===== src/cpu_cfg.svh =====
`ifndef CPU_CFG_SVH
`define CPU_CFG_SVH

// machine word width
`define CPU_DATA_WIDTH 16

// word address into main memory
`define CPU_ADDR_WIDTH 8

// number of memory words
// must match 2**CPU_ADDR_WIDTH so the pc wraps cleanly
`define CPU_MEM_DEPTH 256

// instruction field widths
`define CPU_CLASS_WIDTH 4
`define CPU_OP_WIDTH 4

`endif


===== src/mainMemory.sv =====
`timescale 1ns/1ps
`include "cpu_cfg.svh"

module mainMemory (
    input  logic                       clk,
    input  logic                       loadEn,
    input  logic [`CPU_ADDR_WIDTH-1:0] loadAddr,
    input  logic [`CPU_DATA_WIDTH-1:0] loadData,
    input  logic [`CPU_ADDR_WIDTH-1:0] addr,
    input  logic                       wrEn,
    input  logic [`CPU_DATA_WIDTH-1:0] wrData,
    output logic [`CPU_DATA_WIDTH-1:0] rdData
);

    // unified program and data store
    logic [`CPU_DATA_WIDTH-1:0] mem [`CPU_MEM_DEPTH];

    // writes, load port first
    always_ff @(posedge clk) begin
        if (loadEn) begin
            mem[loadAddr] <= loadData;
        end else if (wrEn) begin
            mem[addr] <= wrData;
        end
    end

    // read every cycle from the core address
    // a write in the same cycle is not seen until the next read
    always_ff @(posedge clk) begin
        rdData <= mem[addr];
    end

endmodule


===== config.mk =====
export PLATFORM = sky130hd
export DESIGN_NAME = mainMemory
export DESIGN_NICKNAME = d
export VERILOG_FILES = /design/src/mainMemory.sv
export VERILOG_INCLUDE_DIRS = /design/src
export SDC_FILE = /design/constraint.sdc
export NUM_CORES = 2
export LEC_CHECK = 0
export BUFFER_PORTS_ARGS = -buffer_cell sky130_fd_sc_hd__buf_2
export CORE_ASPECT_RATIO = 0.5
export CORE_MARGIN = 8
export CORE_UTILIZATION = 45
export DETAILED_ROUTE_END_ITERATION = 10
export MAX_ROUTING_LAYER = met4
export PLACE_DENSITY_LB_ADDON = 0.15
export SETUP_SLACK_MARGIN = 0.1
export SLEW_MARGIN = 20
export SYNTH_ARGS = -nofsm -noshare
export SYNTH_HDL_FRONTEND = slang
export SYNTH_SLANG_ARGS = --single-unit

===== constraint.sdc =====
create_clock -name clk -period 6.5 [get_ports clk]
set_input_delay 0.65 -clock clk [delete_from_list [all_inputs] [get_ports clk]]
set_output_delay 0.65 -clock clk [all_outputs]
set_load 0.01 [all_outputs]

* After elaboration in Yosys (flattened, before gate mapping)
Memories as Yosys holds them, arrays and structs flattened. A register that Yosys moved wholly into a read port is not among the register bits.
Index checks and enable logic that the tools add are counted.
W data, S select, Z words.
** Word-level totals
- Register bits after elaboration :: 0
- Latch bits :: 0
- RAM bits :: 4096
- ROM bits :: 0
- Input bits :: 51
- Memories :: 1
** Operators by class
- $add $sub $neg :: 0
- Multipliers :: 0
- Divide/modulo/power cells :: 0
- Order comparisons :: 0
- Equality and inequality tests :: 0
- Shift-type cells :: 0
- Muxes and demuxes :: 8
- Bitwise operators :: 0
- Reductions and logical operators :: 1
** Memories
- mem :: depth 256, width 16, rd ports 1, clocked after memory_dff 1, wr ports 1, line mainMemory.sv:16 : logic [`CPU_DATA_WIDTH-1:0] mem [`CPU_MEM_DEPTH];
** Operator list (count)
- $mux W16 :: 1
- $reduce_or A16 Y1 :: 1
- $mux W8 :: 1
- $mux W1 :: 6

* Longest topological paths before layout
- Word-level depth :: 5
- Gate-level depth with buffers :: 12
- Gate-level depth less buffers :: 7

* Worst setup path before layout
Ideal clock, no wire load.
- Path type :: in2reg
- Start point :: input loadEn
- End point :: memory mem[0][10] in the netlist's numbering, data pin
- Data arrival time :: 4.698 ns
- Required time :: 5.677 ns
- Setup slack :: 0.979 ns
- Cell stages on the path :: 6
- Buffers on the path :: 3
- Path through :: nand2b_1 > clkbuf_1 > clkbuf_1 > clkbuf_1 > nand2_1 > nand2_1
** Between the ends
- Cells in the longest elaborated chain, start to end :: 4
** Ends and longest elaborated chain
- start, declared :: line mainMemory.sv:6 : input logic loadEn,
- $mux W1 :: line mainMemory.sv:20 : if (loadEn) begin
- $mux W1 (implied by the code) :: line mainMemory.sv:23 : mem[addr] <= wrData;
- $reduce_or A16 Y1 (no line)
- $mux W16 (no line)
- end, declared :: line mainMemory.sv:16
No other way between the ends.

==> metrics.yaml <==
routing:
  vias_per_cell: 6.19
  ant_nets: 0
  drc: 0
  drt-pass1-iter-count: 6
  routedWlPerCell_um: 35.2
  via_count: 80200
  first_iter_violations: 10300
  routed_wirelength_mm: 456
setup_path:
  worstPathRequired_ns: 7.22
  crit_family: "simple AND/OR/NAND/NOR gates"
  critical_path.cell_chain: "buf_12, buf_12, buf_4, mux2i_1, o221ai_1, a21oi_1, nor3_1, nor3_1, a22o_1, nor4_1"
  critPathArrivalTime_ns: 5.25
  end_kind: "flop"
  slowest_stage: "nor4_1"
  rr_startpoint: "mem[43][14]"
  cp_max_fo: 59
  cp.buffers_inverters: 3
  crit_type: "input pin to flop"
  critical_path.max_stage_delay_ns: 1.12
  startpoint_type: "input pin"
  crit_start: "addr[0]"
synthesis:
  postSynth.asyncResetShare: 0
  synthesis.instances: 7506
  syn_area_per_cell_sq_um: 21.2
  synth-xor-area-share: 0
  yosysSeqAreaShare: 0.775
  synth_compound_area_frac: 0.0324
  syn_area_sq_mm: 0.159
  synthFlopType: "edfxtp_1"
  synth_top_area_cell: "edfxtp_1"
  yosys_warnings: 0
  synthMuxAreaShare: 0.154
  yosys_register_bits: 4112
  syn_nets: 7557
  synth_edf_count: 4096
  yosys.area.top_type_share: 0.773
  synth_simple_gate_area_frac: 0.0212
  synth_top_family_by_area: "multiplexers"
  ys_top_cells_by_area: "edfxtp_1, mux4_2, mux2i_1"
  synthAdderAreaFrac: 0
  yosys.cell_types.count: 65
worst_hold_path:
  hold_path_class: "input pin to flop"
  hold_start: "wrData[11]"
global_route:
  grt_usage: 0.245
  grt_pass1_wl_mm: 634
  grt_max_degree: 181
  grt_antenna_before_repair: 38
  gr-total-overflow: 0
  first_global_vias: 78400
floorplan:
  design.die.area_sq_mm: 0.374
  rows: 154
  core_area_sq_mm: 0.352
  die_w_um: 857
  ios: 67
  die_y_um: 436
  start_util: 0.452
finish:
  fillCellCount: 27900
  mostFrequentLayoutCells: "edfxtp_1, mux4_2, mux2i_1"
  final_nets: 8013
  final_common_cell: "edfxtp_1"
  drive_above_1_share: 0.243
  final_area_sq_mm: 0.179
  syn_to_final_growth_pct: 12.6
timing:
  period_needed_ns: 4.53
  rsz0062_at_grt: "no"
  fin_skew_ns: 0.0477
  slew_headroom: 0.0484
  setup_violations: 0
  finalCritPeriodShare: 0.698
  final_max_slew_viol_count: 0
  tightest_slew_ns: 1.43
  fmax_ghz: 0.221
  setup-tns-final_ns: 0
  hold_viol_final: 0
cts:
  cts_sinks: 4112
  clkTransAtPathRegs_ns: 0.06
  cts_repair_resize_count: 0
  clk_path_buf_depth: 4
  hold_buffers: 0
  cts-htree-levels: 5
  cts_setup_buffers: 0
  cts_buffers: 370
  cts_tree: "yes"
  root_buffer: "clkbuf_16"
  clock_latency_ns: 0.94
run:
  cap_violations: 0
place:
  placed_area_sq_mm: 0.167
  io_buffers: 66
  place_hpwl_mm: 271
  gp_congestion: 0.883
run_status:
  run_status: "finished, final reports clean"
pwr:
  power-per-cell-area_mw_per_mm2: 305
  ir_drop_uv: 231
  power_leakage_nw: 55.7
layer usage:
layer / global-route usage / share of wire / wire length [um]
met4: 0.0571 / 0.024 / 11100
met3: 0.0438 / 0.083 / 38000
met2: 0.367 / 0.46 / 210000
met1: 0.353 / 0.43 / 196000
met5: - / 0 / 0
worst paths after layout:
path	to	slack, ns	depth (start not counted)
max	rdData[14]	1.97	10
min	mem[236][11]	0.17	3
max reg2reg	rdData[14]	3.18	7
min reg2reg	rdData[7]	1.02	6
worst reg2reg max path: stages, from the launching register on:
cell	delay, ns
edfxtp_1	0.32
mux2i_1	0.07
o221ai_1	0.29
a21oi_1	0.12
nor3_1	0.52
nor3_1	0.19
a22o_1	0.48
nor4_1	1.12
where the power goes:
part / internal (mW) / switching [mW]
registers: 29.5 / 0.0622
clock network: 12.0 / 9.85
logic: 0.953 / 2.31
registers in the layout, indices dropped and copies added, names as in the netlist:
| name | cells |
|---|---|
| mem | 4096 |
| rdData | 16 |
Yosys cell counts, types with 6 or more instances:
library cell     n
nor4_1          31
o211ai_1        13
edfxtp_1      4096
a31oi_1          8
nand3_1         52
o22ai_1        178
buf_4           43
nor3_1         135
mux2i_1        657
a211oi_1        11
buf_1           36
buf_6           90
nor2b_1          7
buf_2           71
dfxtp_1         16
o21ai_1          7
nand3b_1        11
a2111oi_0       10
nand4_1         16
o21ai_0         42
nand2_1        188
or3_1            7
a21oi_1        127
nor2_1         296
a22o_1          20
o32ai_1          8
a22oi_1         50
buf_8            6
clkbuf_1       197
mux4_2         795
o221ai_1       221
final cells by class:
cell class	count	area, sq um	area share
clock buffer	454	9720	0.0543
multi-input combinational	2946	33700	0.188
clock inverter	206	1970	0.0110
sequential	4112	123000	0.689
inverter	4	27.5	0.000154
tap	4680	5860	0.0327
timing repair buffer	528	4440	0.0248
antenna	17	42.5	0.000238
per-stage QoR:
stage | std cells | utilization | worst slack (ns) | hold WS, ns | power (mW)
finish | 12900 | 0.509 | 1.97 | 0.169 | 54.7
detailed placement | 12300 | 0.475 | 1.20 | 1.00 | 33.4
global placement | 12300 | 0.475 | 0.977 | 1.02 | 33.4
global route | 12900 | 0.509 | 1.94 | 0.131 | 56.1
floorplan | 7506 | - | 0.979 | 0.854 | 32.1
CTS | 12900 | 0.508 | 2.23 | 0.0769 | 55.0
cell families (layout without fill, tap and decap cells):
kind of cell / count (synthesis) / count (layout)
and+or+nand+nor: 765 / 765
DFF: 4112 / 4112
AOI/OAI and AO/OA: 725 / 725
other: 0 / 17
buffers and inverters: 448 / 1192
muxes: 1456 / 1456
Power figures use the tool's default switching activity.
