### src/cpu_cfg.svh
`ifndef CPU_CFG_SVH
`define CPU_CFG_SVH

// machine word width
`define CPU_DATA_WIDTH 16

// word address into main memory
`define CPU_ADDR_WIDTH 8

// number of memory words
// must match 2**CPU_ADDR_WIDTH so the pc wraps cleanly
`define CPU_MEM_DEPTH 256

// instruction field widths
`define CPU_CLASS_WIDTH 4
`define CPU_OP_WIDTH 4

`endif

### src/cpuPkg.sv
`include "cpu_cfg.svh"

package cpuPkg;

    // instruction class, top nibble of an instruction word
    // code 0 and any unlisted code execute as a no-op
    typedef enum logic [`CPU_CLASS_WIDTH-1:0] {
        classLoad     = 4'h1,
        classLoadImm  = 4'h2,
        classStore    = 4'h3,
        classAlu      = 4'h4,
        classJump     = 4'h5,
        classJumpZero = 4'h6,
        classHalt     = 4'hF
    } instrClass;

    // alu opcodes, arithmetic half below 4, logic half above
    typedef enum logic [`CPU_OP_WIDTH-1:0] {
        opAdd  = 4'd0,
        opSub  = 4'd1,
        opMul  = 4'd2,
        opDiv  = 4'd3,
        opShl  = 4'd4,
        opShr  = 4'd5,
        opRol  = 4'd6,
        opRor  = 4'd7,
        opAnd  = 4'd8,
        opOr   = 4'd9,
        opXor  = 4'd10,
        opNor  = 4'd11,
        opNand = 4'd12,
        opXnor = 4'd13,
        opGt   = 4'd14,
        opEq   = 4'd15
    } aluOp;

    // control sequencer states
    typedef enum logic [1:0] {
        stateIdle    = 2'd0,
        stateFetch   = 2'd1,
        stateDecode  = 2'd2,
        stateExecute = 2'd3
    } ctrlState;

    // instruction layout: class, opcode, address or immediate
    typedef struct packed {
        instrClass                 cls;
        aluOp                      op;
        logic [`CPU_ADDR_WIDTH-1:0] addr;
    } instrWord;

    // one executed store, seen from outside
    typedef struct packed {
        logic                       valid;
        logic [`CPU_ADDR_WIDTH-1:0] addr;
        logic [`CPU_DATA_WIDTH-1:0] data;
    } storeEvent;

endpackage

### src/arithUnit.sv
`timescale 1ns/1ps
`include "cpu_cfg.svh"

module arithUnit (
    input  logic [`CPU_DATA_WIDTH-1:0] a,
    input  logic [`CPU_DATA_WIDTH-1:0] b,
    input  cpuPkg::aluOp               op,
    output logic [`CPU_DATA_WIDTH-1:0] result
);

    // full product, only the low word is kept
    logic [2*`CPU_DATA_WIDTH-1:0] product;
    logic [`CPU_DATA_WIDTH-1:0]   quotient;

    assign product = a * b;

    // zero divisor defined as all ones
    always_comb begin
        if (b == '0) begin
            quotient = '1;
        end else begin
            quotient = a / b;
        end
    end

    always_comb begin
        case (op)
            // sum and difference wrap at word width
            cpuPkg::opAdd: result = a + b;
            cpuPkg::opSub: result = a - b;
            cpuPkg::opMul: result = product[`CPU_DATA_WIDTH-1:0];
            cpuPkg::opDiv: result = quotient;
            // logic half opcodes, not ours
            default: result = '0;
        endcase
    end

endmodule

### config.mk
export PLATFORM = sky130hd
export DESIGN_NAME = arithUnit
export DESIGN_NICKNAME = d
export VERILOG_FILES = /design/src/cpuPkg.sv /design/src/arithUnit.sv
export VERILOG_INCLUDE_DIRS = /design/src
export SDC_FILE = /design/constraint.sdc
export NUM_CORES = 1
export LEC_CHECK = 0
export BUFFER_PORTS_ARGS = -buffer_cell sky130_fd_sc_hd__buf_2
export CELL_PAD_IN_SITES_DETAIL_PLACEMENT = 0
export CELL_PAD_IN_SITES_GLOBAL_PLACEMENT = 2
export CORE_MARGIN = 4
export CORE_UTILIZATION = 39
export DETAILED_ROUTE_END_ITERATION = 6
export PLACE_DENSITY = 0.9
export SLEW_MARGIN = 25
export SYNTH_ARGS = -nofsm -noshare
export SYNTH_HDL_FRONTEND = slang
export SYNTH_SLANG_ARGS = --single-unit
### constraint.sdc
create_clock -name vclk -period 62
set_input_delay 12.4 -clock vclk [all_inputs]
set_output_delay 12.4 -clock vclk [all_outputs]
set_load 0.005 [all_outputs]
# Yosys cells after proc, flatten, opt, wreduce, memory -nomap -nowiden
# Cells that the tools add are included.
classes:
  n_reduce_logical: 2
  n_div: 1
  add_sub_neg: 2
  eq_ne: 3
  muxes: 2
  n_mul: 1
op_table:
  columns: ["op", "n"]
  rows:
  - ["$pmux W16 S4", 1]
  - ["$add A16 B16 Y16", 1]
  - ["$div A16 B16 Y16", 1]
  - ["$logic_not A16 Y1", 1]
  - ["$mul A16 B16 Y16", 1]
  - ["$mux W16", 1]
  - ["$sub A16 B16 Y16", 1]
  - ["$eq A4 B2 Y1 const B", 2]
  - ["$eq A4 B1 Y1 const B", 1]
  - ["$logic_not A4 Y1", 1]
totals:
  wordCells: 11
  regBits: 0
  input_bits: 36
  out_inout_bits: 16

# Depth between registers and ports, before layout
# Gate-level depths: netlist of the first run.
depth:
  word_depth: 3
  mapped_depth: 131
  ltp_nobuf: 122

# Least setup slack after synthesis of the first run
# No wires, ideal clock.
synth_path:
  path_type: "in2out"
  from: "input port b[11]"
  to: "output port result[0]"
  required_time_ps: 49600
  path_buffers: 11
  path_stages: 123
  path_slack_ps: 11262
  arrival_time_ps: 38338
  cell_sequence: "buf_4 -> or4_4 -> buf_6 -> nor4_4 -> a21oi_1 -> a31oi_1 -> ha_1 -> o21a_1 -> o21ai_0 -> nor3_1 -> nor2_1 -> a21oi_1 -> ha_1 -> nand2_1 -> o21ai_0 -> and2_1 -> nand2_1 -> o21a_1 -> [... 87 more ...] -> a21o_1 -> a21o_1 -> o21a_1 -> o2111ai_1 -> nand4b_1 -> and2_0 -> clkbuf_1 -> nor2_1 -> a21oi_1 -> ha_1 -> a21o_1 -> a21o_1 -> a21o_1 -> a21o_1 -> a21oi_1 -> o21ai_0 -> a31oi_1 -> o31ai_1"
synth_via:
  elab_chain_cells: 3
  elab_cells_between_ends: 4
  classes_between: "div (1); mux (2); reduce/logical (1)"
synth_lines:
  columns: ["element", "line", "rtl"]
  rows:
  - ["start: declaration", "arithUnit.sv:6", "input logic [`CPU_DATA_WIDTH-1:0] b,"]
  - ["$div A16 B16 Y16 or $logic_not A16 Y1 (tied branches)", "arithUnit.sv:22, arithUnit.sv:19", null]
  - ["$mux W16 *", "arithUnit.sv:19", "if (b == '0) begin"]
  - ["$pmux W16 S4 *", "arithUnit.sv:27", "case (op)"]
  - ["end: declaration", "arithUnit.sv:8", "output logic [`CPU_DATA_WIDTH-1:0] result"]
# Mark *: on every way between the ends. The rest lies on a longest branch, timed or not.

# Final worst setup path of the first run
layout_path:
  from: "input port b[10]"
  to: "output port result[0]"
# The elaborated chain is that of the path after synthesis.

==> metrics, run 1 <==
Startpoint Class input pin; Final #Nets 2002; drt first pass iters 5; first-pass GRT wire length 68000 µm; # setup viols final 0; grt ovf 0; main combinational cell family by area after synthesis adder cells; Yosys top cell area share 0.211; initial antenna violation count 0; DR DRC count 0; layout cell share with drive strength beyond 1 0.0751; most frequent cells in the layout ha_1 (205), nand2_1 (183), inv_1 (171), nor2_1 (134), a21oi_1 (114); mux cell area share after synthesis 0.0250; worst min path class input pin to output port; final wirelength 43700 µm; Max-Slew Margin vs Limit 0.289; DR vias/cell slightly below 6; vias in the first global route 11974; CLK BUF 0; Ys Warns 0; post-synthesis cell area roughly 12000 µm²; design area ~13000 µm²; Initial Util 0.396; num sequential 0; Crit-path slowest cell a2111oi_0; Detail Placement HPWL approximately 34000 µm; Setup TNS Final 0 ps; pre-CTS WS between 6000 and 7000 ps; Area growth, synth to finish 4.99%; Ant. Diodes 0; IO buf count 52; Adder-Cell Fraction of Synth Area 0.345; die height between 150 and 200 µm; Site Rows 64; Crit. Startpoint b[10]; compound-cell area share of the yosys netlist 0.244; Final Hold Viols 0; RSZ-0062 raised after global routing no; critical path class input pin to output port; post-cts sizing count 0; Hold Buf Count CTS 0; ANT nets after route 0; launch point of the worst hold path op[2]; die area between 30000 and 40000 µm²; min Tclk post-route about 56000 ps; CP Max Fanout 23; Avg Inst Size Synth a little over 7 µm²; syn nets approximately 2000; Post-CTS Setup Repair Bufs 0; CP Capture Type output port; Pwr Density ~23 nW/µm²; most frequent cell on the critical path ha_1; largest stage delay on the critical path between 800 and 900 ps; Routed WL per cell 21.1 µm; Ports between 50 and 60; Synth Area in XOR/XNOR 0.0895; Worst EP required 49600 ps; Filler cells around 3300; FF+latch area 0 µm²; f_max between 15 and 20 MHz; largest net degree at the start of global routing 24; sequential element share of the synthesized area 0; VDD IR max 28.2 µV; DR vias 12355; Final Max Tran Viols 0; GRT Overall Usage 0.252; Routability Congestion around 0.9; commonest non-fill, non-tap cell in the layout ha_1; Slew @ Worst Pin a little over 1000 ps; Synth area leaders ha_1 (21%), fa_1 (13%), xnor2_1 (6.2%); Worst Path Arrival 43600 ps; placed inst area 12700 µm²; crit share post-route 0.903; leading area contributor after synthesis ha_1; initial DRC count around 1000; fin worst setup slack roughly 6000 ps; status complete, no violations; core area 30700 µm²; max cap viols 0; P_leak between 6 and 7 nW; Die X ~180 µm; simple-gate share of the synthesized area 0.222; Cells after Synth ~1700; Cell variety after synth between 80 and 90
worst max-delay path, delay by kind of cell:
family                   cells  cell delay [ps]
adder cells (fa/ha/maj)     15             4540
AO/OA/AOI/OAI               58            16090
AND/OR/NAND/NOR             32             8190
multiplexers                 3             1180
buffers and inverters        7             1190
where the power goes:
group          leakage, nW  switching (mW)  internal [mW]
clock network            0               0              0
registers                0               0              0
logic                 6.03           0.164          0.124
area by class of cell:
type | count | area, µm² | share of cell area
multi-input combinational | 1440 | 11200 | 0.882
tap | 396 | 495 | 0.0389
timing repair buffer | 65 | 358 | 0.0281
inverter | 173 | 649 | 0.0510
synth_stat cells (12+ instances only):
cell type / count
a21oi_1: 114
mux2i_1: 19
nor3_1: 54
o21ai_0: 72
nand3_1: 35
o21a_1: 27
a31oi_1: 31
or3_1: 20
a31o_2: 12
and3_1: 12
ha_1: 205
o211ai_1: 20
or2_2: 16
o31ai_1: 12
inv_1: 171
xnor2_1: 86
and2_1: 39
clkbuf_1: 52
a21o_1: 36
xor2_1: 38
a21boi_0: 14
nor2_1: 134
nand2b_1: 12
a211oi_1: 15
nand2_1: 183
fa_1: 81
cells by family (layout without fill, tap and decap cells):
family,Yosys count,in the layout
adders and majority gates,286,286
xor gates and xnor gates,124,124
AOI/OAI and AO/OA,441,441
buffers and inverters,234,238
muxes,29,29
and+or+nand+nor,560,560
worst paths after layout:
kind,end,slack [ps],cells after the start
worst max-delay path,result[0],6000,115
worst min-delay path,result[1],25320,4
per-layer routing:
layer | part of all wire | global-route usage | vias up
li1 | - | - | 5940
met1 | 0.47 | 0.364 | 5930
met2 | 0.45 | 0.419 | 421
met3 | 0.058 | 0.0150 | 64
met4 | 0.022 | 0.0458 | 0
met5 | 0 | 0 | -
per-stage QoR:
stage               instances  hold slack [ps]  power [mW]   util
global placement         2074            25300       0.283  0.415
global route             2074            25360       0.324  0.415
detailed placement       2074            25310       0.284  0.415
floorplan                1674            24960       0.217      -
finish                   2074            25320       0.288  0.415
CTS                      2074            25310       0.287  0.415
Power figures use the tool's default switching activity.
==> inputs of run 2 (changes only) <==
--- a/config.mk
+++ b/config.mk
@@ -6,10 +6,9 @@
 export SDC_FILE = /design/constraint.sdc
 export NUM_CORES = 1
 export LEC_CHECK = 0
-export BUFFER_PORTS_ARGS = -buffer_cell sky130_fd_sc_hd__buf_2
+export BUFFER_PORTS_ARGS = -buffer_cell sky130_fd_sc_hd__buf_4
 export CELL_PAD_IN_SITES_DETAIL_PLACEMENT = 0
 export CELL_PAD_IN_SITES_GLOBAL_PLACEMENT = 2
-export CORE_MARGIN = 4
 export CORE_UTILIZATION = 39
 export DETAILED_ROUTE_END_ITERATION = 6
 export PLACE_DENSITY = 0.9
==> metrics, run 2 (same netlist as run 1, synthesis figures left out) <==
layout cell share with drive strength beyond 1 0.0756 (+0.000551); initial antenna violation count 0 (unchanged); GRT Overall Usage 0.276 (+0.0247); Ports 52 (unchanged); Final #Nets 2003 (+0.050%); commonest non-fill, non-tap cell in the layout ha_1; cell family contributing the most delay on the critical path compound AO/OA/AOI/OAI gates; Final Max Tran Viols 0 (unchanged); RSZ-0062 raised after global routing no; status complete, no violations; max cap viols 0 (unchanged); final wirelength 43300 µm (-0.90%); grt ovf 0 (unchanged); DR DRC count 0 (unchanged); largest stage delay on the critical path 840 ps (-50 ps); Max-Slew Margin vs Limit 0.325 (+0.0357); first-pass GRT wire length 67500 µm (-0.63%); die height 178 µm (-3.3%); CLK BUF 0 (unchanged); Crit-path slowest cell a21oi_1; Startpoint Class input pin; Site Rows 64 (unchanged); Worst Path Arrival 43520 ps (-80 ps); most frequent cell on the critical path ha_1; ANT nets after route 0 (unchanged); worst min path class input pin to output port; Area growth, synth to finish 6.16%; Detail Placement HPWL 34000 µm (-0.74%); CP Max Fanout 23 (unchanged); critical path class input pin to output port; num sequential 0 (unchanged); Post-CTS Setup Repair Bufs 0 (unchanged); DR vias/cell 5.90 (-0.89%); post-cts sizing count 0 (unchanged); Routability Congestion 0.927 (+2.6%); Hold Buf Count CTS 0 (unchanged); largest net degree at the start of global routing 24 (unchanged); Die X 178 µm (-3.3%); Final Hold Viols 0 (unchanged); # setup viols final 0 (unchanged); FF+latch area 0 µm² (unchanged); Routed WL per cell 20.9 µm (-0.99%); die area 31800 µm² (-6.4%); vias in the first global route 11892 (-0.68%); core area 30600 µm² (-0.26%); Worst EP required 49600 ps (about the same); DR vias 12257 (-0.79%); drt first pass iters 5 (unchanged); initial DRC count 878 (-15%); most frequent cells in the layout ha_1 (205), nand2_1 (183), inv_1 (171), nor2_1 (134), a21oi_1 (114); IO buf count 52 (unchanged); crit share post-route 0.902 (-0.00133); Initial Util 0.397 (+0.00104); CP Capture Type output port; Slew @ Worst Pin 1010 ps (-26.6 ps); Worst Path Buf+Inv 7 (unchanged); Setup TNS Final 0 ps (unchanged); min Tclk post-route 55920 ps (-82.7 ps); f_max 17.9 MHz (+0.15%)
[run 2: tightest hold or removal path, cell delays in order]
cell and delay [ps]:
buf_4 110, nor2_1 70, a21boi_0 170, buf_4 150
[run 2: area by class of cell]
| class | instances | area [µm²] |
|---|---|---|
| antenna | 1 | 2.50 |
| fill | 3188 | 17700 |
| inverter | 173 | 649 |
| multi-input combinational | 1440 | 11200 |
| tap | 396 | 495 |
| timing repair buffer | 66 | 495 |
[run 2: final timing paths]
check / startpoint / end / cells past startpoint
max: b[10] / result[0] / 112
min: op[3] / result[1] / 4
[run 2: routing by layer]
metal / vias to the layer above / wire length [µm] / global-route usage
met5: - / 0 / 0
met4: 0 / 1070 / 0.0600
met3: 68 / 2930 / 0.0311
met2: 415 / 19100 / 0.445
met1: 5816 / 20200 / 0.392
li1: 5958 / - / -
[run 2: through the flow]
step	instances	setup WS (ps)	instance area, µm²	hold WS, ps	util
floorplan	1674	11260	12100	24960	-
global placement	2075	6990	12900	25280	0.421
detailed placement	2075	6370	12900	25290	0.421
CTS	2075	6290	12900	25290	0.421
global route	2075	3470	12900	25310	0.421
finish	2076	6080	12900	25300	0.421
