[config.mk]
export PLATFORM = sky130hd
export DESIGN_NAME = logicUnit
export DESIGN_NICKNAME = d
export VERILOG_FILES = /design/src/cpuPkg.sv /design/src/logicUnit.sv
export VERILOG_INCLUDE_DIRS = /design/src
export SDC_FILE = /design/constraint.sdc
export NUM_CORES = 1
export LEC_CHECK = 0
export BUFFER_PORTS_ARGS = -buffer_cell sky130_fd_sc_hd__buf_4
export CORE_MARGIN = 2
export CORE_UTILIZATION = 40
export DETAILED_ROUTE_END_ITERATION = 10
export PLACE_DENSITY = 0.63
export REMOVE_ABC_BUFFERS = 1
export SETUP_SLACK_MARGIN = 0.3
export SLEW_MARGIN = 30
export SYNTH_ARGS = -nofsm -noshare
export SYNTH_HDL_FRONTEND = slang
export SYNTH_SLANG_ARGS = --single-unit
[constraint.sdc]
create_clock -name vclk -period 2.71
set_input_delay 0.542 -clock vclk [all_inputs]
set_output_delay 0.542 -clock vclk [all_outputs]
set_load 0.03 [all_outputs]
[src/cpu_cfg.svh]
`ifndef CPU_CFG_SVH
`define CPU_CFG_SVH

// machine word width
`define CPU_DATA_WIDTH 16

// word address into main memory
`define CPU_ADDR_WIDTH 8

// number of memory words
// must match 2**CPU_ADDR_WIDTH so the pc wraps cleanly
`define CPU_MEM_DEPTH 256

// instruction field widths
`define CPU_CLASS_WIDTH 4
`define CPU_OP_WIDTH 4

`endif

[src/cpuPkg.sv]
`include "cpu_cfg.svh"

package cpuPkg;

    // instruction class, top nibble of an instruction word
    // code 0 and any unlisted code execute as a no-op
    typedef enum logic [`CPU_CLASS_WIDTH-1:0] {
        classLoad     = 4'h1,
        classLoadImm  = 4'h2,
        classStore    = 4'h3,
        classAlu      = 4'h4,
        classJump     = 4'h5,
        classJumpZero = 4'h6,
        classHalt     = 4'hF
    } instrClass;

    // alu opcodes, arithmetic half below 4, logic half above
    typedef enum logic [`CPU_OP_WIDTH-1:0] {
        opAdd  = 4'd0,
        opSub  = 4'd1,
        opMul  = 4'd2,
        opDiv  = 4'd3,
        opShl  = 4'd4,
        opShr  = 4'd5,
        opRol  = 4'd6,
        opRor  = 4'd7,
        opAnd  = 4'd8,
        opOr   = 4'd9,
        opXor  = 4'd10,
        opNor  = 4'd11,
        opNand = 4'd12,
        opXnor = 4'd13,
        opGt   = 4'd14,
        opEq   = 4'd15
    } aluOp;

    // control sequencer states
    typedef enum logic [1:0] {
        stateIdle    = 2'd0,
        stateFetch   = 2'd1,
        stateDecode  = 2'd2,
        stateExecute = 2'd3
    } ctrlState;

    // instruction layout: class, opcode, address or immediate
    typedef struct packed {
        instrClass                 cls;
        aluOp                      op;
        logic [`CPU_ADDR_WIDTH-1:0] addr;
    } instrWord;

    // one executed store, seen from outside
    typedef struct packed {
        logic                       valid;
        logic [`CPU_ADDR_WIDTH-1:0] addr;
        logic [`CPU_DATA_WIDTH-1:0] data;
    } storeEvent;

endpackage

[src/logicUnit.sv]
`timescale 1ns/1ps
`include "cpu_cfg.svh"

module logicUnit (
    input  logic [`CPU_DATA_WIDTH-1:0] a,
    input  logic [`CPU_DATA_WIDTH-1:0] b,
    input  cpuPkg::aluOp               op,
    output logic [`CPU_DATA_WIDTH-1:0] result
);

    localparam int MSB = `CPU_DATA_WIDTH - 1;

    // compare flags, widened to a full word below
    logic gt;
    logic eq;

    // unsigned compare
    assign gt = (a > b);
    assign eq = (a == b);

    always_comb begin
        case (op)
            // single-bit shifts, zero fill
            cpuPkg::opShl: result = a << 1;
            cpuPkg::opShr: result = a >> 1;
            // rotates carry the edge bit around
            cpuPkg::opRol: result = {a[MSB-1:0], a[MSB]};
            cpuPkg::opRor: result = {a[0], a[MSB:1]};
            // bitwise group
            cpuPkg::opAnd:  result = a & b;
            cpuPkg::opOr:   result = a | b;
            cpuPkg::opXor:  result = a ^ b;
            cpuPkg::opNor:  result = ~(a | b);
            cpuPkg::opNand: result = ~(a & b);
            cpuPkg::opXnor: result = ~(a ^ b);
            // compares give 1 or 0
            cpuPkg::opGt: begin
                result = '0;
                result[0] = gt;
            end
            cpuPkg::opEq: begin
                result = '0;
                result[0] = eq;
            end
            // arithmetic half opcodes
            default: result = '0;
        endcase
    end

endmodule

== Word level (Yosys, flattened, before mapping) ==
Index checks and enable logic that the tools add are counted.

* Register bits: 0
* Bits of input ports: 36
* Output and inout bits: 16
* Word-level logic and storage cells: 21

* Magnitude comparators: 1
* Eq/ne operators: 13
* Muxes and demuxes: 1
* Bitwise logic cells: 6

{| class="wikitable"
|+ Operators with widths
! operator !! count
|-
| 16-bit case mux with 12 select lines || 1
|-
| 16-bit inverter || 3
|-
| 4-bit equality test, second input constant || 8
|-
| 16-bit bitwise AND || 1
|-
| 16-bit equality test || 1
|-
| 4-bit by 3-bit equality test with 1-bit output, second input constant || 4
|-
| 16-bit greater-than comparator || 1
|-
| 16-bit bitwise OR || 1
|-
| 16-bit bitwise XOR || 1
|}

== Depth between registers and ports, before layout ==
Gate-level depths: netlist of the first run.

* Depth after elaboration: 3
* Mapped depth: 7
* Gate-level depth less buffers: 7

== Least setup slack after synthesis of the first run ==
Ideal clock, no wire load.

* Path type: in2out
* Start: input a[15]
* End: output result[0]
* Data arrival time: 2.328 ns
* Data required time: 2.168 ns
* Setup slack: -0.160 ns
* Stages: 7
* Cell sequence: inv_1 > ha_1 > or4_4 > or4_4 > o21ai_1 > o21ai_1 > o211ai_2

* Word-level cells in the longest chain between the ends: 2

{| class="wikitable"
|+ RTL lines
! element !! line !! source
|-
| start: declaration || logicUnit.sv:5 || <nowiki>input logic [`CPU_DATA_WIDTH-1:0] a,</nowiki>
|-
| 16-bit greater-than comparator / 16-bit equality test (equally long branches) || logicUnit.sv:18, logicUnit.sv:19 ||
|-
| 16-bit case mux with 12 select lines * || logicUnit.sv:22 || <nowiki>case (op)</nowiki>
|-
| end: declaration || logicUnit.sv:8 || <nowiki>output logic [`CPU_DATA_WIDTH-1:0] result</nowiki>
|}

Mark *: on every way between the ends. The rest lies on a longest branch, timed or not.

== Final worst setup path of the first run ==
* Start: input a[4]
* End: output result[0]

The elaborated chain is that of the path after synthesis.

==> flow_summary_export.csv, run 1 <==
group,metric,value,unit
timing,max_freq,339,MHz
worst_setup_path,critPathTopFamily,"simple AND/OR/NAND/NOR gates",
synthesis,synth.most_common_cell,"ha_1",
timing,rsz0062_at_grt,"yes",
worst_setup_path,path_class,"input port to output pin",
drt,wl,6350,um
outcome,failed_checks,"negative setup slack",
worst_setup_path,path_cells,"buf_4 -> inv_1 -> ha_4 -> or4_4 -> or4_4 -> o21ai_2 -> o21ai_2 -> o211ai_2 -> buf_6",
synthesis,syn_inst,272,
global_route,grt-ovfl-total,0,
cells_and_area,area_growth,55.9,%
global_route,grt_start_max_net_pins,25,
floorplan,boundaryPins,52,
place,port_buffers,52,
hold_path,hold_class,"input port to output pin",
synthesis,yosysSeqAreaShare,0,%
worst_setup_path,crit_required,2.17,ns
cells_and_area,nNetsFinal,457,
cells_and_area,clkbuf_count,0,
synthesis,synth_cell_types,42,
timing,layout_min_cycle_time,2.95,ns
timing,fin_hold_ws,1.53,ns
floorplan,core-area,0.00475,mm2
pwr,leakagePower,1.50,nW
floorplan,die_w,74.3,um
cts,cts-hold-fix-buffers,0,
floorplan,die_y,74.3,um
timing,setup_viol_count_final,1,
worst_setup_path,critPathMaxStageDelay,0.53,ns
global_route,grt_pass1_vias,2213,
drt,first_pass_iters,7,
worst_setup_path,path_buf_inv,3,
floorplan,design.die.area,0.00552,mm2
floorplan,rows,25,
timing,final_max_slew_viol_count,0,
synthesis,yosysTopAreaCellShare,30.4,%
synthesis,postSynthAreaPerCell,7.26,um2
cells_and_area,fill_cells,448,
pwr,ir_worst_vdd,0.102,mV
timing,layout_worst_path_cycle_share,109,%
synthesis,yosys_warnings,0,
worst_setup_path,end_kind,"output pin",
floorplan,start_util,41.6,%
hold_path,hold_depth,4,
worst_setup_path,cp-startpoint,"a[4]",
worst_setup_path,crit_fanout,2,
timing,worstMarginPinSlew,0.386,ns
timing,fin_ws,-0.237,ns
synthesis,synthTopCellsByArea,"ha_1, xnor2_1, inv_1",
timing,hold_viol,0,
place,pre_cts_ws,-0.384,ns
cells_and_area,num_antenna_cells,0,
global_route,grt_pass1_wl,10300,um
synthesis,synth_top_cells_by_count,"ha_1, inv_1, nand2_1, nor2_1, xnor2_1",
cells_and_area,nFlopsAndLatches,0,
timing,relSlewSlack,74.2,%
synthesis,syn-cell-area,0.00198,mm2
worst_setup_path,cp.arrival,2.40,ns
pwr,power_density,188,mW/mm2
place,hpwlAfterDp,4770,um
outcome,status,"finished, violations left",
global_route,grt_use_total,23.2,%
flow_run,drv_cap,0,
drt,drt-initial-drc-count,148,
drt,vias,2356,
synthesis,yosysTopAreaCell,"ha_1",
worst_setup_path,path_depth,9,
place,place.gp.congestion,0.909,
worst_setup_path,crit_path_start_kind,"input port",
drt,avgViaCountPerCell,5.38,
drt,drc,0,
worst_setup_path,critPathSlowestCell,"or4_4",
drt,routedWlPerCell,14.5,um
cells_and_area,drive_gt1_share,44.2,%
hold_path,hp-start,"op[3]",
drt,ant_nets,0,
global_route,antenna_found_initial,0,
cells_and_area,seq_area,0,um2
-- routing by layer --
layer / up-vias / track usage (%) / share of wire (%)
met5: - / 0 / 0
li1: 1166 / - / -
met2: 126 / 39.4 / 46
met4: 0 / 2.58 / 0.69
met3: 4 / 0.949 / 8.5
met1: 1060 / 33.7 / 44
-- worst min-delay path: cells and delay by family --
family | cells | cell delay, ns
simple gates | 2 | 0.12
buf+inv | 2 | 0.31
-- power breakdown --
part	leakage (nW)	internal, mW	total [mW]	switching [mW]
clock network	0	0	0	0
logic	1.50	0.286	0.579	0.293
registers	0	0	0	0
total	1.50	0.286	0.579	0.293
-- cell families after synthesis --
| kind of cell | count (synthesis) | synth area share (%) |
|---|---|---|
| compound gates | 72 | 26.0 |
| simple gates | 65 | 15.8 |
| buf+inv | 54 | 12.0 |
| fa+ha+maj | 48 | 30.4 |
| xor+xnor | 17 | 7.54 |
| mux | 16 | 8.30 |
-- metrics by stage --
| step | cells | setup TNS, ns | utilization, % | total power, mW | cell area, um2 |
|---|---|---|---|---|---|
| 4_1_cts | 438 | -0.257 | 63.3 | 0.556 | 3010 |
| 3_3_place_gp | 437 | -0.387 | 59.4 | 0.513 | 2830 |
| 6_report | 438 | -0.237 | 64.8 | 0.579 | 3080 |
| 5_1_grt | 438 | -0.300 | 64.8 | 0.628 | 3080 |
| 3_5_place_dp | 437 | -0.384 | 59.4 | 0.518 | 2830 |
| 2_1_floorplan | 255 | -0.160 | - | 0.259 | 1880 |
-- cells in the final DEF (no fill, tap or decap), types with 2 or more instances in the layout --
master and n:
o2bb2ai_1 4, nor2b_1 5, inv_1 17, buf_6 10
a21oi_1 13, a222oi_1 5, o21ai_2 2, a22oi_1 10
nand2_1 24, o211ai_1 5, buf_4 106, nand2b_1 3
inv_2 12, mux2i_1 13, nor2_1 18, ha_1 35
nand3_1 4, o31ai_1 5, o22ai_1 16, ha_4 12
mux2_2 3, or4_4 4, inv_4 8, xnor2_1 17
-- worst paths after layout --
path                     to  slack [ns]
setup / recovery  result[0]       -0.24
hold / removal    result[7]        1.53
-- layout make-up --
type / instances / area [um2] / share of cell area, %
Multi-Input combinational cell: 218 / 1930 / 62.6
Timing Repair Buffer: 116 / 908 / 29.5
Inverter: 37 / 159 / 5.16
Tap cell: 67 / 83.8 / 2.72
-- repair_timing --
action | in CTS | in global routing
buffers inserted | 1 | 0
endpoints found under the setup margin | 1 | 8
endpoints found under the hold margin | 0 | 0
cloned | 0 | 0
pin swaps | 11 | 7
resized for setup | 39 | 22
Note: power is estimated with default switching activity, not from simulation.
==> run 2: changes to the inputs <==
--- a/config.mk
+++ b/config.mk
@@ -7,6 +7,7 @@
 export NUM_CORES = 1
 export LEC_CHECK = 0
 export BUFFER_PORTS_ARGS = -buffer_cell sky130_fd_sc_hd__buf_4
+export CORE_ASPECT_RATIO = 1.1
 export CORE_MARGIN = 2
 export CORE_UTILIZATION = 40
 export DETAILED_ROUTE_END_ITERATION = 10
==> run 2 against run 1 <==
  * The flow still finishes with violations (negative setup slack)
  * Utilization rose by 2.6 points
  * Die area barely moved
  * Cell area rose by 3.2%
  * Combinational power rose by 5.4%
  * Critical path type unchanged
  * Via count rose by 0.64%
==> flow_summary_export.csv, run 2 (synthesis results as in run 1) <==
group,metric,value,unit
outcome,status,"finished, violations left",
outcome,failed_checks,"negative setup slack",
pwr,clkPwrFrac,0,%
drt,drc,0,
cells_and_area,fill_cells,396,
timing,layout_min_cycle_time,2.99,ns
cells_and_area,layoutNonFillerInstCount,426,
flow_run,drv_cap,0,
cells_and_area,clkbuf_count,0,
worst_setup_path,critPathMaxStageDelay,0.50,ns
cells_and_area,finalCoreUtilization,67.4,%
cells_and_area,seq_area,0,um2
drt,ant_nets,0,
worst_setup_path,critPathSlowestCell,"or4_4",
timing,setup_viol_count_final,1,
floorplan,boundaryPins,52,
worst_setup_path,cp.arrival,2.44,ns
timing,final_max_slew_viol_count,0,
pwr,leakagePower,1.52,nW
hold_path,hold_class,"input port to output pin",
drt,routedWlPerCell,15.7,um
pwr,power_frac_seq,0,%
place,placedCellCount,422,
worst_setup_path,crit_fanout,2,
global_route,antenna_found_initial,0,
floorplan,design.die.area,0.00552,mm2
timing,fin_ws,-0.275,ns
cells_and_area,num_antenna_cells,0,
floorplan,die_y,77.7,um
cts,cts-hold-fix-buffers,0,
place,hpwlAfterDp,4890,um
timing,max_freq,335,MHz
pwr,power.internal,0.304,mW
timing,hold_viol,0,
pwr,ir_worst_vdd,0.0865,mV
place,place.gp.congestion,0.865,
drt,vias,2371,
global_route,grt_start_max_net_pins,29,
floorplan,die_w,71.0,um
worst_setup_path,crit_required,2.17,ns
timing,worstMarginPinSlew,0.330,ns
floorplan,core-area,0.00472,mm2
worst_setup_path,path_class,"input port to output pin",
pwr,swShare,50.1,%
drt,wl,6700,um
global_route,grt_use_total,22.7,%
floorplan,start_util,41.9,%
worst_setup_path,path_cells,"buf_4 -> inv_1 -> ha_4 -> or4_4 -> or4_4 -> o21ai_1 -> o21ai_1 -> o211ai_2 -> buf_6",
cells_and_area,drive_gt1_share,46.2,%
cells_and_area,area_growth,60.9,%
worst_setup_path,crit_path_start_kind,"input port",
timing,relSlewSlack,77.9,%
pwr,power_density,192,mW/mm2
global_route,grt_pass1_wl,10400,um
pwr,combPwrFrac,100.0,%
cells_and_area,nNetsFinal,456,
cells_and_area,nFlopsAndLatches,0,
drt,avgViaCountPerCell,5.57,
place,port_buffers,52,
worst_setup_path,end_kind,"output pin",
drt,first_pass_iters,6,
timing,layout_worst_path_cycle_share,110,%
cells_and_area,final_common_cell,"buf_4",
place,pre_cts_ws,-0.410,ns
global_route,grt-ovfl-total,0,
timing,rsz0062_at_grt,"yes",
cells_and_area,mostFrequentLayoutCells,"buf_4, ha_1, nand2_1",
drt,drt-initial-drc-count,216,
pwr,p_sw,0.306,mW
global_route,grt_pass1_vias,2245,
floorplan,rows,26,
-- run 2: cell types whose count changed in the layout (fill, tap and decap cells not counted), moves of 2 or more --
cell,previous run,this run
buf_4,106,98
inv_1,17,13
inv_4,8,11
o21ai_2,2,0
buf_8,0,3
buf_12,0,2
ha_4,12,15
ha_1,35,33
o21ai_1,0,2
buf_6,10,12
-- run 2: area by class of cell --
| type | instances | area [um2] | area share [%] |
|---|---|---|---|
| Timing Repair Buffer | 115 | 956 | 30.1 |
| Inverter | 37 | 171 | 5.39 |
| Multi-Input combinational cell | 218 | 1980 | 62.3 |
| Tap cell | 56 | 70.1 | 2.20 |
-- run 2: worst paths after layout --
| path | cells past startpoint | start | end |
|---|---|---|---|
| max | 9 | b[9] | result[0] |
| min | 4 | op[3] | result[4] |
-- run 2: what timing repair did --
item | CTS | global route
setup buffers | 2 | 2
endpoints found under the setup margin | 8 | 14
gates resized for setup | 37 | 46
pin swaps | 8 | 16
-- run 2: layer usage --
| metal | GRT usage, % | wire, um | vias up | part of all wire, % |
|---|---|---|---|---|
| met5 | 0 | 0 | - | 0 |
| met4 | 4.34 | 74 | 0 | 1.1 |
| met3 | 0.390 | 343 | 6 | 5.1 |
| met2 | 41.6 | 3540 | 86 | 53 |
| met1 | 29.5 | 2740 | 1115 | 41 |
| li1 | - | - | 1164 | - |
-- run 2: through the flow --
step           power (mW)  instance area, um2  TNS [ns]  hold WS (ns)
2_1_floorplan       0.259                1880    -0.160          1.28
3_3_place_gp        0.510                2810    -0.387          1.55
3_5_place_dp        0.519                2810    -0.410          1.55
4_1_cts             0.557                2980    -0.260          1.55
5_1_grt             0.658                3180    -0.309          1.58
6_report            0.610                3180    -0.275          1.56
-- run 2: power by group through the flow --
stage	combinational (mW)	clock [mW]	sequential [mW]
final	0.610	0	0
after global placement	0.510	0	0
after floorplan	0.259	0	0
after global routing	0.658	0	0
after detailed placement	0.519	0	0
after CTS	0.557	0	0
-- run 2: critical path, delay by kind of cell --
family                     cells  cell delay, ns
buffers and inverters          3            0.39
AOI/OAI and AO/OA              3            0.30
and+or+nand+nor                2            0.99
adders and majority gates      1            0.22
