`src/cpu_cfg.svh`:
```
`ifndef CPU_CFG_SVH
`define CPU_CFG_SVH

// machine word width
`define CPU_DATA_WIDTH 16

// word address into main memory
`define CPU_ADDR_WIDTH 8

// number of memory words
// must match 2**CPU_ADDR_WIDTH so the pc wraps cleanly
`define CPU_MEM_DEPTH 256

// instruction field widths
`define CPU_CLASS_WIDTH 4
`define CPU_OP_WIDTH 4

`endif

```
`src/cpuPkg.sv`:
```
`include "cpu_cfg.svh"

package cpuPkg;

    // instruction class, top nibble of an instruction word
    // code 0 and any unlisted code execute as a no-op
    typedef enum logic [`CPU_CLASS_WIDTH-1:0] {
        classLoad     = 4'h1,
        classLoadImm  = 4'h2,
        classStore    = 4'h3,
        classAlu      = 4'h4,
        classJump     = 4'h5,
        classJumpZero = 4'h6,
        classHalt     = 4'hF
    } instrClass;

    // alu opcodes, arithmetic half below 4, logic half above
    typedef enum logic [`CPU_OP_WIDTH-1:0] {
        opAdd  = 4'd0,
        opSub  = 4'd1,
        opMul  = 4'd2,
        opDiv  = 4'd3,
        opShl  = 4'd4,
        opShr  = 4'd5,
        opRol  = 4'd6,
        opRor  = 4'd7,
        opAnd  = 4'd8,
        opOr   = 4'd9,
        opXor  = 4'd10,
        opNor  = 4'd11,
        opNand = 4'd12,
        opXnor = 4'd13,
        opGt   = 4'd14,
        opEq   = 4'd15
    } aluOp;

    // control sequencer states
    typedef enum logic [1:0] {
        stateIdle    = 2'd0,
        stateFetch   = 2'd1,
        stateDecode  = 2'd2,
        stateExecute = 2'd3
    } ctrlState;

    // instruction layout: class, opcode, address or immediate
    typedef struct packed {
        instrClass                 cls;
        aluOp                      op;
        logic [`CPU_ADDR_WIDTH-1:0] addr;
    } instrWord;

    // one executed store, seen from outside
    typedef struct packed {
        logic                       valid;
        logic [`CPU_ADDR_WIDTH-1:0] addr;
        logic [`CPU_DATA_WIDTH-1:0] data;
    } storeEvent;

endpackage

```
`src/cpuControl.sv`:
```
`timescale 1ns/1ps
`include "cpu_cfg.svh"

module cpuControl (
    input  logic                       clk,
    input  logic                       arstN,
    input  logic                       start,
    input  logic [`CPU_DATA_WIDTH-1:0] memRdData,
    input  logic [`CPU_DATA_WIDTH-1:0] arithResult,
    input  logic [`CPU_DATA_WIDTH-1:0] logicResult,
    output logic [`CPU_ADDR_WIDTH-1:0] memAddr,
    output logic                       memWrEn,
    output logic [`CPU_DATA_WIDTH-1:0] memWrData,
    output logic [`CPU_DATA_WIDTH-1:0] aluA,
    output logic [`CPU_DATA_WIDTH-1:0] aluB,
    output cpuPkg::aluOp               aluOpSel,
    output cpuPkg::storeEvent          store,
    output logic                       running,
    output logic                       halted,
    output logic [`CPU_DATA_WIDTH-1:0] acc
);

    cpuPkg::ctrlState           state;
    logic [`CPU_ADDR_WIDTH-1:0] pc;
    cpuPkg::instrWord           ir;
    // memory word viewed as an instruction during decode
    cpuPkg::instrWord           fetched;
    logic [`CPU_DATA_WIDTH-1:0] aluResult;
    logic                       jumpTaken;

    assign fetched = cpuPkg::instrWord'(memRdData);

    // fetch issues pc, decode the operand address, execute the target
    always_comb begin
        case (state)
            cpuPkg::stateDecode:  memAddr = fetched.addr;
            cpuPkg::stateExecute: memAddr = ir.addr;
            default:              memAddr = pc;
        endcase
    end

    // store lands at the end of execute
    assign memWrEn   = (state == cpuPkg::stateExecute) && (ir.cls == cpuPkg::classStore);
    assign memWrData = acc;

    // operand is whatever memory returned for the address field
    assign aluA     = acc;
    assign aluB     = memRdData;
    assign aluOpSel = ir.op;

    // arithmetic half owns opcodes 0 to 3
    assign aluResult = (ir.op < cpuPkg::opShl) ? arithResult : logicResult;

    assign jumpTaken = (ir.cls == cpuPkg::classJump) ||
                       ((ir.cls == cpuPkg::classJumpZero) && (acc == '0));

    // instruction register, latched at the end of decode
    always_ff @(posedge clk) begin
        if (state == cpuPkg::stateDecode) begin
            ir <= fetched;
        end
    end

    always_ff @(posedge clk or negedge arstN) begin
        if (!arstN) begin
            state   <= cpuPkg::stateIdle;
            pc      <= '0;
            acc     <= '0;
            running <= 1'b0;
            halted  <= 1'b0;
            store   <= '0;
        end else begin
            // store events last one cycle
            store.valid <= 1'b0;
            case (state)
                cpuPkg::stateIdle: begin
                    if (start) begin
                        pc      <= '0;
                        acc     <= '0;
                        halted  <= 1'b0;
                        running <= 1'b1;
                        state   <= cpuPkg::stateFetch;
                    end
                end
                cpuPkg::stateFetch: begin
                    state <= cpuPkg::stateDecode;
                end
                cpuPkg::stateDecode: begin
                    state <= cpuPkg::stateExecute;
                end
                cpuPkg::stateExecute: begin
                    state <= cpuPkg::stateFetch;
                    // 8-bit pc wraps from 255 to 0 on its own
                    pc <= jumpTaken ? ir.addr : pc + 1'b1;
                    case (ir.cls)
                        cpuPkg::classLoad: acc <= memRdData;
                        cpuPkg::classLoadImm: begin
                            acc <= {{(`CPU_DATA_WIDTH-`CPU_ADDR_WIDTH){1'b0}}, ir.addr};
                        end
                        cpuPkg::classStore: begin
                            store.valid <= 1'b1;
                            store.addr  <= ir.addr;
                            store.data  <= acc;
                        end
                        cpuPkg::classAlu: acc <= aluResult;
                        cpuPkg::classHalt: begin
                            running <= 1'b0;
                            halted  <= 1'b1;
                            state   <= cpuPkg::stateIdle;
                        end
                        // jumps only move pc, unknown classes do nothing
                        default: ;
                    endcase
                end
                default: state <= cpuPkg::stateIdle;
            endcase
        end
    end

endmodule

```
`config.mk`:
```
export PLATFORM = sky130hd
export DESIGN_NAME = cpuControl
export DESIGN_NICKNAME = d
export VERILOG_FILES = /design/src/cpuPkg.sv /design/src/cpuControl.sv
export VERILOG_INCLUDE_DIRS = /design/src
export SDC_FILE = /design/constraint.sdc
export NUM_CORES = 1
export LEC_CHECK = 0
export ABC_AREA = 1
export BUFFER_PORTS_ARGS = -buffer_cell sky130_fd_sc_hd__buf_2
export CAP_MARGIN = 10
export CORE_MARGIN = 5
export CORE_UTILIZATION = 50
export DETAILED_ROUTE_END_ITERATION = 8
export GPL_ROUTABILITY_DRIVEN = 0
export PLACE_DENSITY = 0.81
export SLEW_MARGIN = 10
export SYNTH_ARGS = -nofsm -noshare
export SYNTH_HDL_FRONTEND = slang
export SYNTH_SLANG_ARGS = --single-unit
```
`constraint.sdc`:
```
create_clock -name clk -period 2.5 [get_ports clk]
set_clock_uncertainty 0.2 [all_clocks]
set_input_delay 0.5 -clock clk [delete_from_list [all_inputs] [get_ports clk]]
set_output_delay 0.5 -clock clk [all_outputs]
set_load 0.03 [all_outputs]
```
Word-level counts from Yosys, hierarchy flattened
Index checks and enable logic that the tools add are counted.
{"block": "totals", "register_bits": 69, "latch_bits": 0, "ram_bits": 0, "rom_bits": 0, "output_inout_bits": 104, "mem_count": 0}
{"block": "classes", "addsub": 1, "multipliers": 0, "div_mod_pow": 0, "magnitude_cmp": 1, "n_eq_ne": 13, "n_shift": 0, "n_mux": 19, "bitwise": 0, "reduce_logical": 10}
{"operator": "$mux W25", "n": 2}
{"operator": "$pmux W16 S3", "n": 1}
{"operator": "$mux W16", "n": 2}
{"operator": "$pmux W16 S2", "n": 1}
{"operator": "$pmux W8 S2", "n": 2}
{"operator": "$logic_not A16 Y1", "n": 1}
{"operator": "$mux W8", "n": 2}
{"operator": "$eq A4 B3 Y1 const B", "n": 3}
{"operator": "$add A8 B1 Y8 const B", "n": 1}
{"operator": "$eq A4 B2 Y1 const B", "n": 2}
{"operator": "$pmux W2 S4", "n": 1}
{"operator": "$reduce_and A3 Y1", "n": 2}
{"operator": "$mux W1", "n": 5}
{"operator": "$eq A2 B2 Y1 const B", "n": 2}
{"operator": "$eq A4 B1 Y1 const B", "n": 1}
{"operator": "$eq A4 B4 Y1 const B", "n": 1}
{"operator": "$lt A4 B3 Y1 const B", "n": 1}
{"operator": "$ne A4 B1 Y1 const B", "n": 1}
{"operator": "$pmux W1 S2", "n": 2}
{"operator": "$reduce_and A2 Y1", "n": 2}
{"operator": "$eq A2 B1 Y1 const B", "n": 1}
{"operator": "$logic_and A1 B1 Y1", "n": 2}
{"operator": "$logic_not A2 Y1", "n": 1}
{"operator": "$mux W2", "n": 1}
{"operator": "other kinds (4)", "n": 4}

Depth between registers and ports, before layout
Gate-level depths: netlist of run 1.
{"block": "depth", "depth_word": 5, "ltp_mapped": 10, "depth_no_buf": 9}

Worst setup path after synthesis of run 1
OpenSTA, ideal clock, no wires.
{"block": "synth_timing", "path_kind": "reg2out", "startpoint": "reg state[0]", "endpoint": "out memAddr[0]", "arrival_ns": 1.927, "path_slack_ns": -0.127, "path_stages_with_launch": 7, "path_cell_list": "dfrtp_1 > inv_1 > ha_1 > clkbuf_1 > nor2_1 > a22oi_1 > o21ai_0"}
{"block": "synth_via", "elab_chain_len": 2, "word_cells_on_any_way": 3}
{"element": "start: declaration", "line": "cpuControl.sv:23", "text": "cpuPkg::ctrlState state;"}
{"element": "start signal: assignment", "line": "cpuControl.sv:66", "text": "state <= cpuPkg::stateIdle;"}
{"element": "start signal: assignment", "line": "cpuControl.sv:82", "text": "state <= cpuPkg::stateFetch;"}
{"element": "start signal: assignment", "line": "cpuControl.sv:86", "text": "state <= cpuPkg::stateDecode;"}
{"element": "$eq A2 B2 Y1", "line": "cpuControl.sv:35", "text": "case (state)"}
{"element": "$pmux W8 S2 (*)", "line": "cpuControl.sv:35"}
{"element": "end: declaration", "line": "cpuControl.sv:11", "text": "output logic [`CPU_ADDR_WIDTH-1:0] memAddr,"}
Every way passes the cells marked *; elsewhere a longest branch is shown, timed or not.

Worst setup path in the final report of run 1
{"block": "layout_timing", "startpoint": "reg state[1]", "endpoint": "out memWrEn"}
{"block": "layout_via", "elab_chain_len": 2}
{"element": "$eq A2 B2 Y1", "line": "cpuControl.sv:43", "text": "assign memWrEn = (state == cpuPkg::stateExecute) && (ir.cls == cpuPkg::classStore);"}
{"element": "$logic_and A1 B1 Y1", "line": "cpuControl.sv:43"}
{"element": "end: declaration", "line": "cpuControl.sv:12", "text": "output logic memWrEn,"}
No other way between the ends.

==> results of run 1 <==
-- stage by stage --
step           worst slack [ns]  util [%]
6_report                  0.123      60.8
5_1_grt                -0.00476      60.8
4_1_cts                  0.0367      60.4
3_5_place_dp              0.344      57.6
3_3_place_gp              0.399      57.6
2_1_floorplan            0.0256         -
-- power breakdown --
part | internal, W | leakage (nW) | switching, W
Sequential | 0.00157 | 0.859 | 0.000345
Combinational | 0.000983 | 1.61 | 0.00247
Clock | 0.000505 | 0.102 | 0.000408
-- registers in the layout, summed over array words and instances (netlist names) --
signal / flops
pc: 8
acc: 16
state: 2
halted: 1
running: 1
ir: 12
store: 25
aluOpSel: 4
-- worst min path at each step --
stage	from	end	slack [ns]
after floorplan	arstN	acc[0]	0.004
after global placement	store[14]	store[14]	0.25
after detailed placement	store[14]	store[14]	0.26
after CTS	memRdData[8]	aluOpSel[0]	0.16
after global routing	memRdData[9]	aluOpSel[1]	0.15
final	memRdData[9]	aluOpSel[1]	0.17
-- critical path, delay by kind of cell (launching register included) --
kind / cells / cell delay [ns]
and+or+nand+nor: 1 / 0.33
DFF: 1 / 0.47
adders and majority gates: 1 / 0.21
buffers and inverters: 2 / 0.33
-- final cells by class --
cell class | count | area [sq um]
tap | 102 | 128
fill | 725 | 3060
clock buffer | 16 | 201
sequential | 69 | 1810
timing repair buffer | 164 | 861
inverter | 38 | 145
multi-input combinational | 318 | 1600
-- layer usage --
layer / part of all wire, % / GRT usage [%] / vias up
met4: 1.3 / 5.04 / 0
met1: 38 / 28.5 / 1715
li1: - / - / 1771
met2: 50 / 38.5 / 213
met5: 0 / 0 / -
met3: 11 / 5.56 / 11
-- kinds of logic after synthesis --
family          Yosys count
xor+xnor                  3
flops                    69
buf+inv                 107
simple gates            236
compound gates           75
fa+ha+maj                 4
-- cells in the final DEF (no fill, tap or decap) --
cell / synthesis / routed
clkbuf_1: 6 / 3
nand3_1: 59 / 59
ha_1: 4 / 2
clkbuf_16: 0 / 1
or2_1: 1 / 1
nor3_4: 1 / 1
dfrtp_1: 53 / 52
o21ai_4: 1 / 1
o21ai_2: 21 / 21
buf_2: 3 / 154
buf_12: 0 / 1
o21ai_0: 25 / 25
clkbuf_8: 0 / 12
inv_4: 1 / 1
nor3_1: 5 / 5
nand2_4: 1 / 1
ha_4: 0 / 2
xor2_1: 2 / 2
dfrtp_2: 0 / 1
buf_4: 53 / 8
dlygate4sd3_1: 0 / 1
o21bai_1: 1 / 1
inv_1: 31 / 30
nor2_2: 4 / 4
edfxtp_1: 16 / 16
nand3_2: 1 / 1
nand2_2: 3 / 3
o21ai_1: 14 / 14
inv_2: 6 / 7
a21oi_1: 5 / 5
a22oi_1: 8 / 8
nor2_1: 22 / 22
xnor2_1: 1 / 1
nand2_1: 139 / 139
-- what timing repair did --
item                                    CTS  global route
hold buffers                              1             0
endpoints found under the hold margin    23             0
resized for setup                         2             3
endpoints found under the setup margin    6             9
buffers inserted                          0             2
==> flow_metrics.tcl, run 1 <==
set metrics [dict create \
    dp_hpwl_mm 8.55 \
    whs_path_depth 1 \
    start_util_pct 51.7 \
    start_kind "flip-flop" \
    finalSetupViolations 0 \
    synth_nets 549 \
    total_power_w 0.00629 \
    crit_start "state[1]" \
    dieArea_sq_um 9970 \
    die_width_um 99.8 \
    vias 3710 \
    cap_viol_max_count 0 \
    dp_cells 688 \
    drive_gt1_share_pct 36.2 \
    nets 655 \
    yosys.area.top_type "dfrtp_1" \
    grt_pass1_wl_mm 17.7 \
    yosysSeqAreaShare_pct 44.8 \
    ys_types 30 \
    path_max_fanout 7 \
    period_minus_slack_ns 2.38 \
    cpMaxStageDelayCell "dfrtp_1" \
    syn2layout_area_growth_pct 17.6 \
    cts_tree "yes" \
    grt_max_degree 45 \
    wire_per_inst_um 15.8 \
    clk_path_buf_depth 2 \
    yosys.area_share.simple_pct 25.1 \
    placedInstanceArea_sq_um 4490 \
    antennaDiodeCount 0 \
    dr.pass1.iters 5 \
    ir_drop_mv 1.00 \
    htree_levels 3 \
    syn_area_per_cell_sq_um 8.17 \
    synth.cell_area_sq_um 4040 \
    relSlewSlack_pct 41.9 \
    synth_top_cell_area_share_pct 32.9 \
    netlist_top_cells_area "dfrtp_1, nand2_1, edfxtp_1, buf_4, nand3_1" \
    async_flop_share_pct 76.8 \
    fin_cells 707 \
    synth_top_family_by_area "simple AND/OR/NAND/NOR gates" \
    worstMarginPinSlew_ns 0.870 \
    cts_made_buffers 9 \
    root_buffer "clkbuf_8" \
    io_pins 155 \
    grt_use_total_pct 22.4 \
    p_leak_nw 2.57 \
    status "finished, final reports clean" \
    grt_pass1_vias 3564 \
    synth-edff-count 16 \
    slew_viol_final 0 \
    fmax_ghz 0.421 \
    drcViolationCount 0 \
    synthCells 494 \
    synthMuxAreaShare_pct 0 \
    yosysWarnings 0 \
    synthTopCellsByCount "nand2_1, nand3_1, buf_4, dfrtp_1, inv_1" \
    hold_class "in -> reg" \
    postRouteWirelength_mm 11.2 \
    synth_fa_ha_area_share_pct 1.24 \
    synth_compound_area_share_pct 12.1 \
    r2r_start "state[1]" \
    cts.sinks 69 \
    hold_viol_final 0 \
    reg2reg_slack_ns 0.32 \
    r2r_end "acc[4]" \
    clk_latency_ns 0.34 \
    crit_type "reg -> out" \
    grt-ovfl-total 0 \
    cp_data_required_time_ns 1.80 \
    coreArea_sq_um 7810 \
    fin_area_sq_um 4740 \
    clk_pin_slew_ns 0.07 \
    endpoint_kind "output pin" \
    antenna_found_initial 0 \
    vias_per_cell 5.25 \
    ant_nets 0 \
    crit_chain "ha_4 > inv_2 > nor3_4 > buf_2" \
    slowest_delay_ns 0.47 \
    io_buffers 154 \
    ys.flop_type "dfrtp_1" \
    power_density_nw_per_um2 1320 \
    yosys_register_bits 69 \
    num_rows 32 \
    r2r_cells 9 \
    crit_end "memWrEn" \
    die_h_um 99.8 \
    synth-xor-area-share_pct 0.651 \
    cp.arrival_ns 1.68 \
    drtIter0Drc 292 \
    tns_ns 0 \
    synth.most_common_cell "nand2_1" \
    fin_crit_sh_pct 95.1 \
    worst_hold_slack_ns 0.169 \
]
No activity file was read; power rests on OpenSTA's default activity.
==> run 2, diff against run 1 <==
--- a/config.mk
+++ b/config.mk
@@ -10,10 +10,10 @@
 export BUFFER_PORTS_ARGS = -buffer_cell sky130_fd_sc_hd__buf_2
 export CAP_MARGIN = 10
 export CORE_MARGIN = 5
-export CORE_UTILIZATION = 50
+export CORE_UTILIZATION = 45
 export DETAILED_ROUTE_END_ITERATION = 8
 export GPL_ROUTABILITY_DRIVEN = 0
-export PLACE_DENSITY = 0.81
+export PLACE_DENSITY = 0.74
 export SLEW_MARGIN = 10
 export SYNTH_ARGS = -nofsm -noshare
 export SYNTH_HDL_FRONTEND = slang
==> flow_metrics.tcl, run 2 (synthesis results as in run 1) <==
set metrics [dict create \
    p_leak_nw 2.58 \
    grt-ovfl-total 0 \
    grtUsageMet3_pct 3.95 \
    htree_levels 3 \
    power_density_nw_per_um2 1320 \
    top_regs "store: 25 flops, acc: 16 flops, ir: 12 flops" \
    finalSetupViolations 0 \
    fillers 797 \
    dp_cells 693 \
    relSlewSlack_pct 42.9 \
    antenna_found_initial 1 \
    fin_crit_sh_pct 95.2 \
    coreArea_sq_um 8720 \
    drtIter0Drc 253 \
    cp.arrival_ns 1.68 \
    vias 3668 \
    slew_viol_final 0 \
    antennaDiodeCount 0 \
    post-route-util_pct 54.9 \
    regMostFlops "store" \
    dp_hpwl_mm 8.50 \
    top_usage_layer "met2" \
    ant_nets 0 \
    grt_pass1_wl_mm 17.8 \
    fin_area_sq_um 4790 \
    root_buffer "clkbuf_8" \
    cts_made_buffers 9 \
    syn2layout_area_growth_pct 18.6 \
    io_pins 155 \
    endpoint_kind "output pin" \
    drive_gt1_share_pct 36.7 \
    rsz0062_at_grt "false" \
    cts_tree "yes" \
    cp_data_required_time_ns 1.80 \
    nets 655 \
    die_h_um 105 \
    largest_register_ffs 25 \
    dr.pass1.iters 5 \
    tns_ns 0 \
    grt_use_met2_pct 33.7 \
    start_kind "flip-flop" \
    worstMarginPinSlew_ns 0.855 \
    grt_pass1_vias 3598 \
    final_cell_mix "buf_2, nand2_1, nand3_1" \
    final_common_cell "buf_2" \
    wire_per_inst_um 15.5 \
    io_buffers 154 \
    placedInstanceArea_sq_um 4490 \
    clk_latency_ns 0.34 \
    crit_type "reg -> out" \
    vias_per_cell 5.14 \
    dieArea_sq_um 11000 \
    drcViolationCount 0 \
    path_max_fanout 24 \
    ir_drop_mv 1.11 \
    hold_class "in -> reg" \
    status "finished, final reports clean" \
    clk_path_buf_depth 2 \
    cts.sinks 69 \
    fin_cells 713 \
    grt.met1_usage_pct 25.1 \
    postRouteWirelength_mm 11.1 \
    hold_viol_final 0 \
    cap_viol_max_count 0 \
    num_rows 34 \
    fmax_ghz 0.420 \
    period_minus_slack_ns 2.38 \
    grt_use_total_pct 19.9 \
    start_util_pct 46.3 \
    die_width_um 105 \
    grt_max_degree 45 \
    clk_pin_slew_ns 0.07 \
]
[run 2: final timing paths]
path / cells after the start / startpoint / endpoint / slack (ns)
setup / recovery: 6 / state[0] / memAddr[0] / 0.12
hold / removal: 1 / memRdData[9] / aluOpSel[1] / 0.16
setup reg to reg: 8 / state[1] / store[22] / 0.27
hold reg to reg: 2 / store[14] / store[14] / 0.27
max in group asynchronous: 3 / arstN / acc[11] / 1.08
min in group asynchronous: 2 / arstN / pc[5] / 0.46
[run 2: per-stage QoR]
step / setup WS [ns] / total power (W) / hold slack (ns)
final: 0.121 / 0.00633 / 0.162
after global routing: 0.00661 / 0.00675 / 0.155
after CTS: 0.0216 / 0.00623 / 0.152
after detailed placement: 0.256 / 0.00529 / 0.257
after global placement: 0.377 / 0.00520 / 0.251
after floorplan: 0.0256 / 0.00457 / 0.00441
[run 2: cell type report]
type / instances / area (sq um) / share of cell area, %
well taps: 108 / 135 / 2.82
flip-flops and latches: 69 / 1810 / 37.8
clock inverters: 2 / 12.5 / 0.261
multi-input cells: 318 / 1600 / 33.5
repair buffers: 164 / 888 / 18.6
clock buffers: 14 / 194 / 4.05
inverters: 38 / 145 / 3.03
[run 2: power breakdown]
part           internal [W]  switching [W]
clock network      0.000502       0.000423
registers           0.00157       0.000342
logic               0.00102        0.00248
total               0.00309        0.00324
[run 2: timing repair]
action | CTS | global route
setup buffers | 0 | 3
endpoints found under the hold margin | 18 | 0
hold buffers | 1 | 0
gates resized for setup | 2 | 17
pin swaps | 0 | 1
setup endpoints to repair | 8 | 9
[run 2: per-layer routing]
metal	part of all wire [%]	vias up
met5	0.063	-
met4	2.1	2
met3	7.8	20
met2	49	153
met1	41	1716
li1	-	1777
[run 2: critical path, cell delays in order, from the launching register on]
cell	delay [ns]
dfrtp_1	0.41
inv_2	0.08
ha_4	0.18
buf_12	0.16
a22oi_1	0.21
o21ai_1	0.10
buf_4	0.17
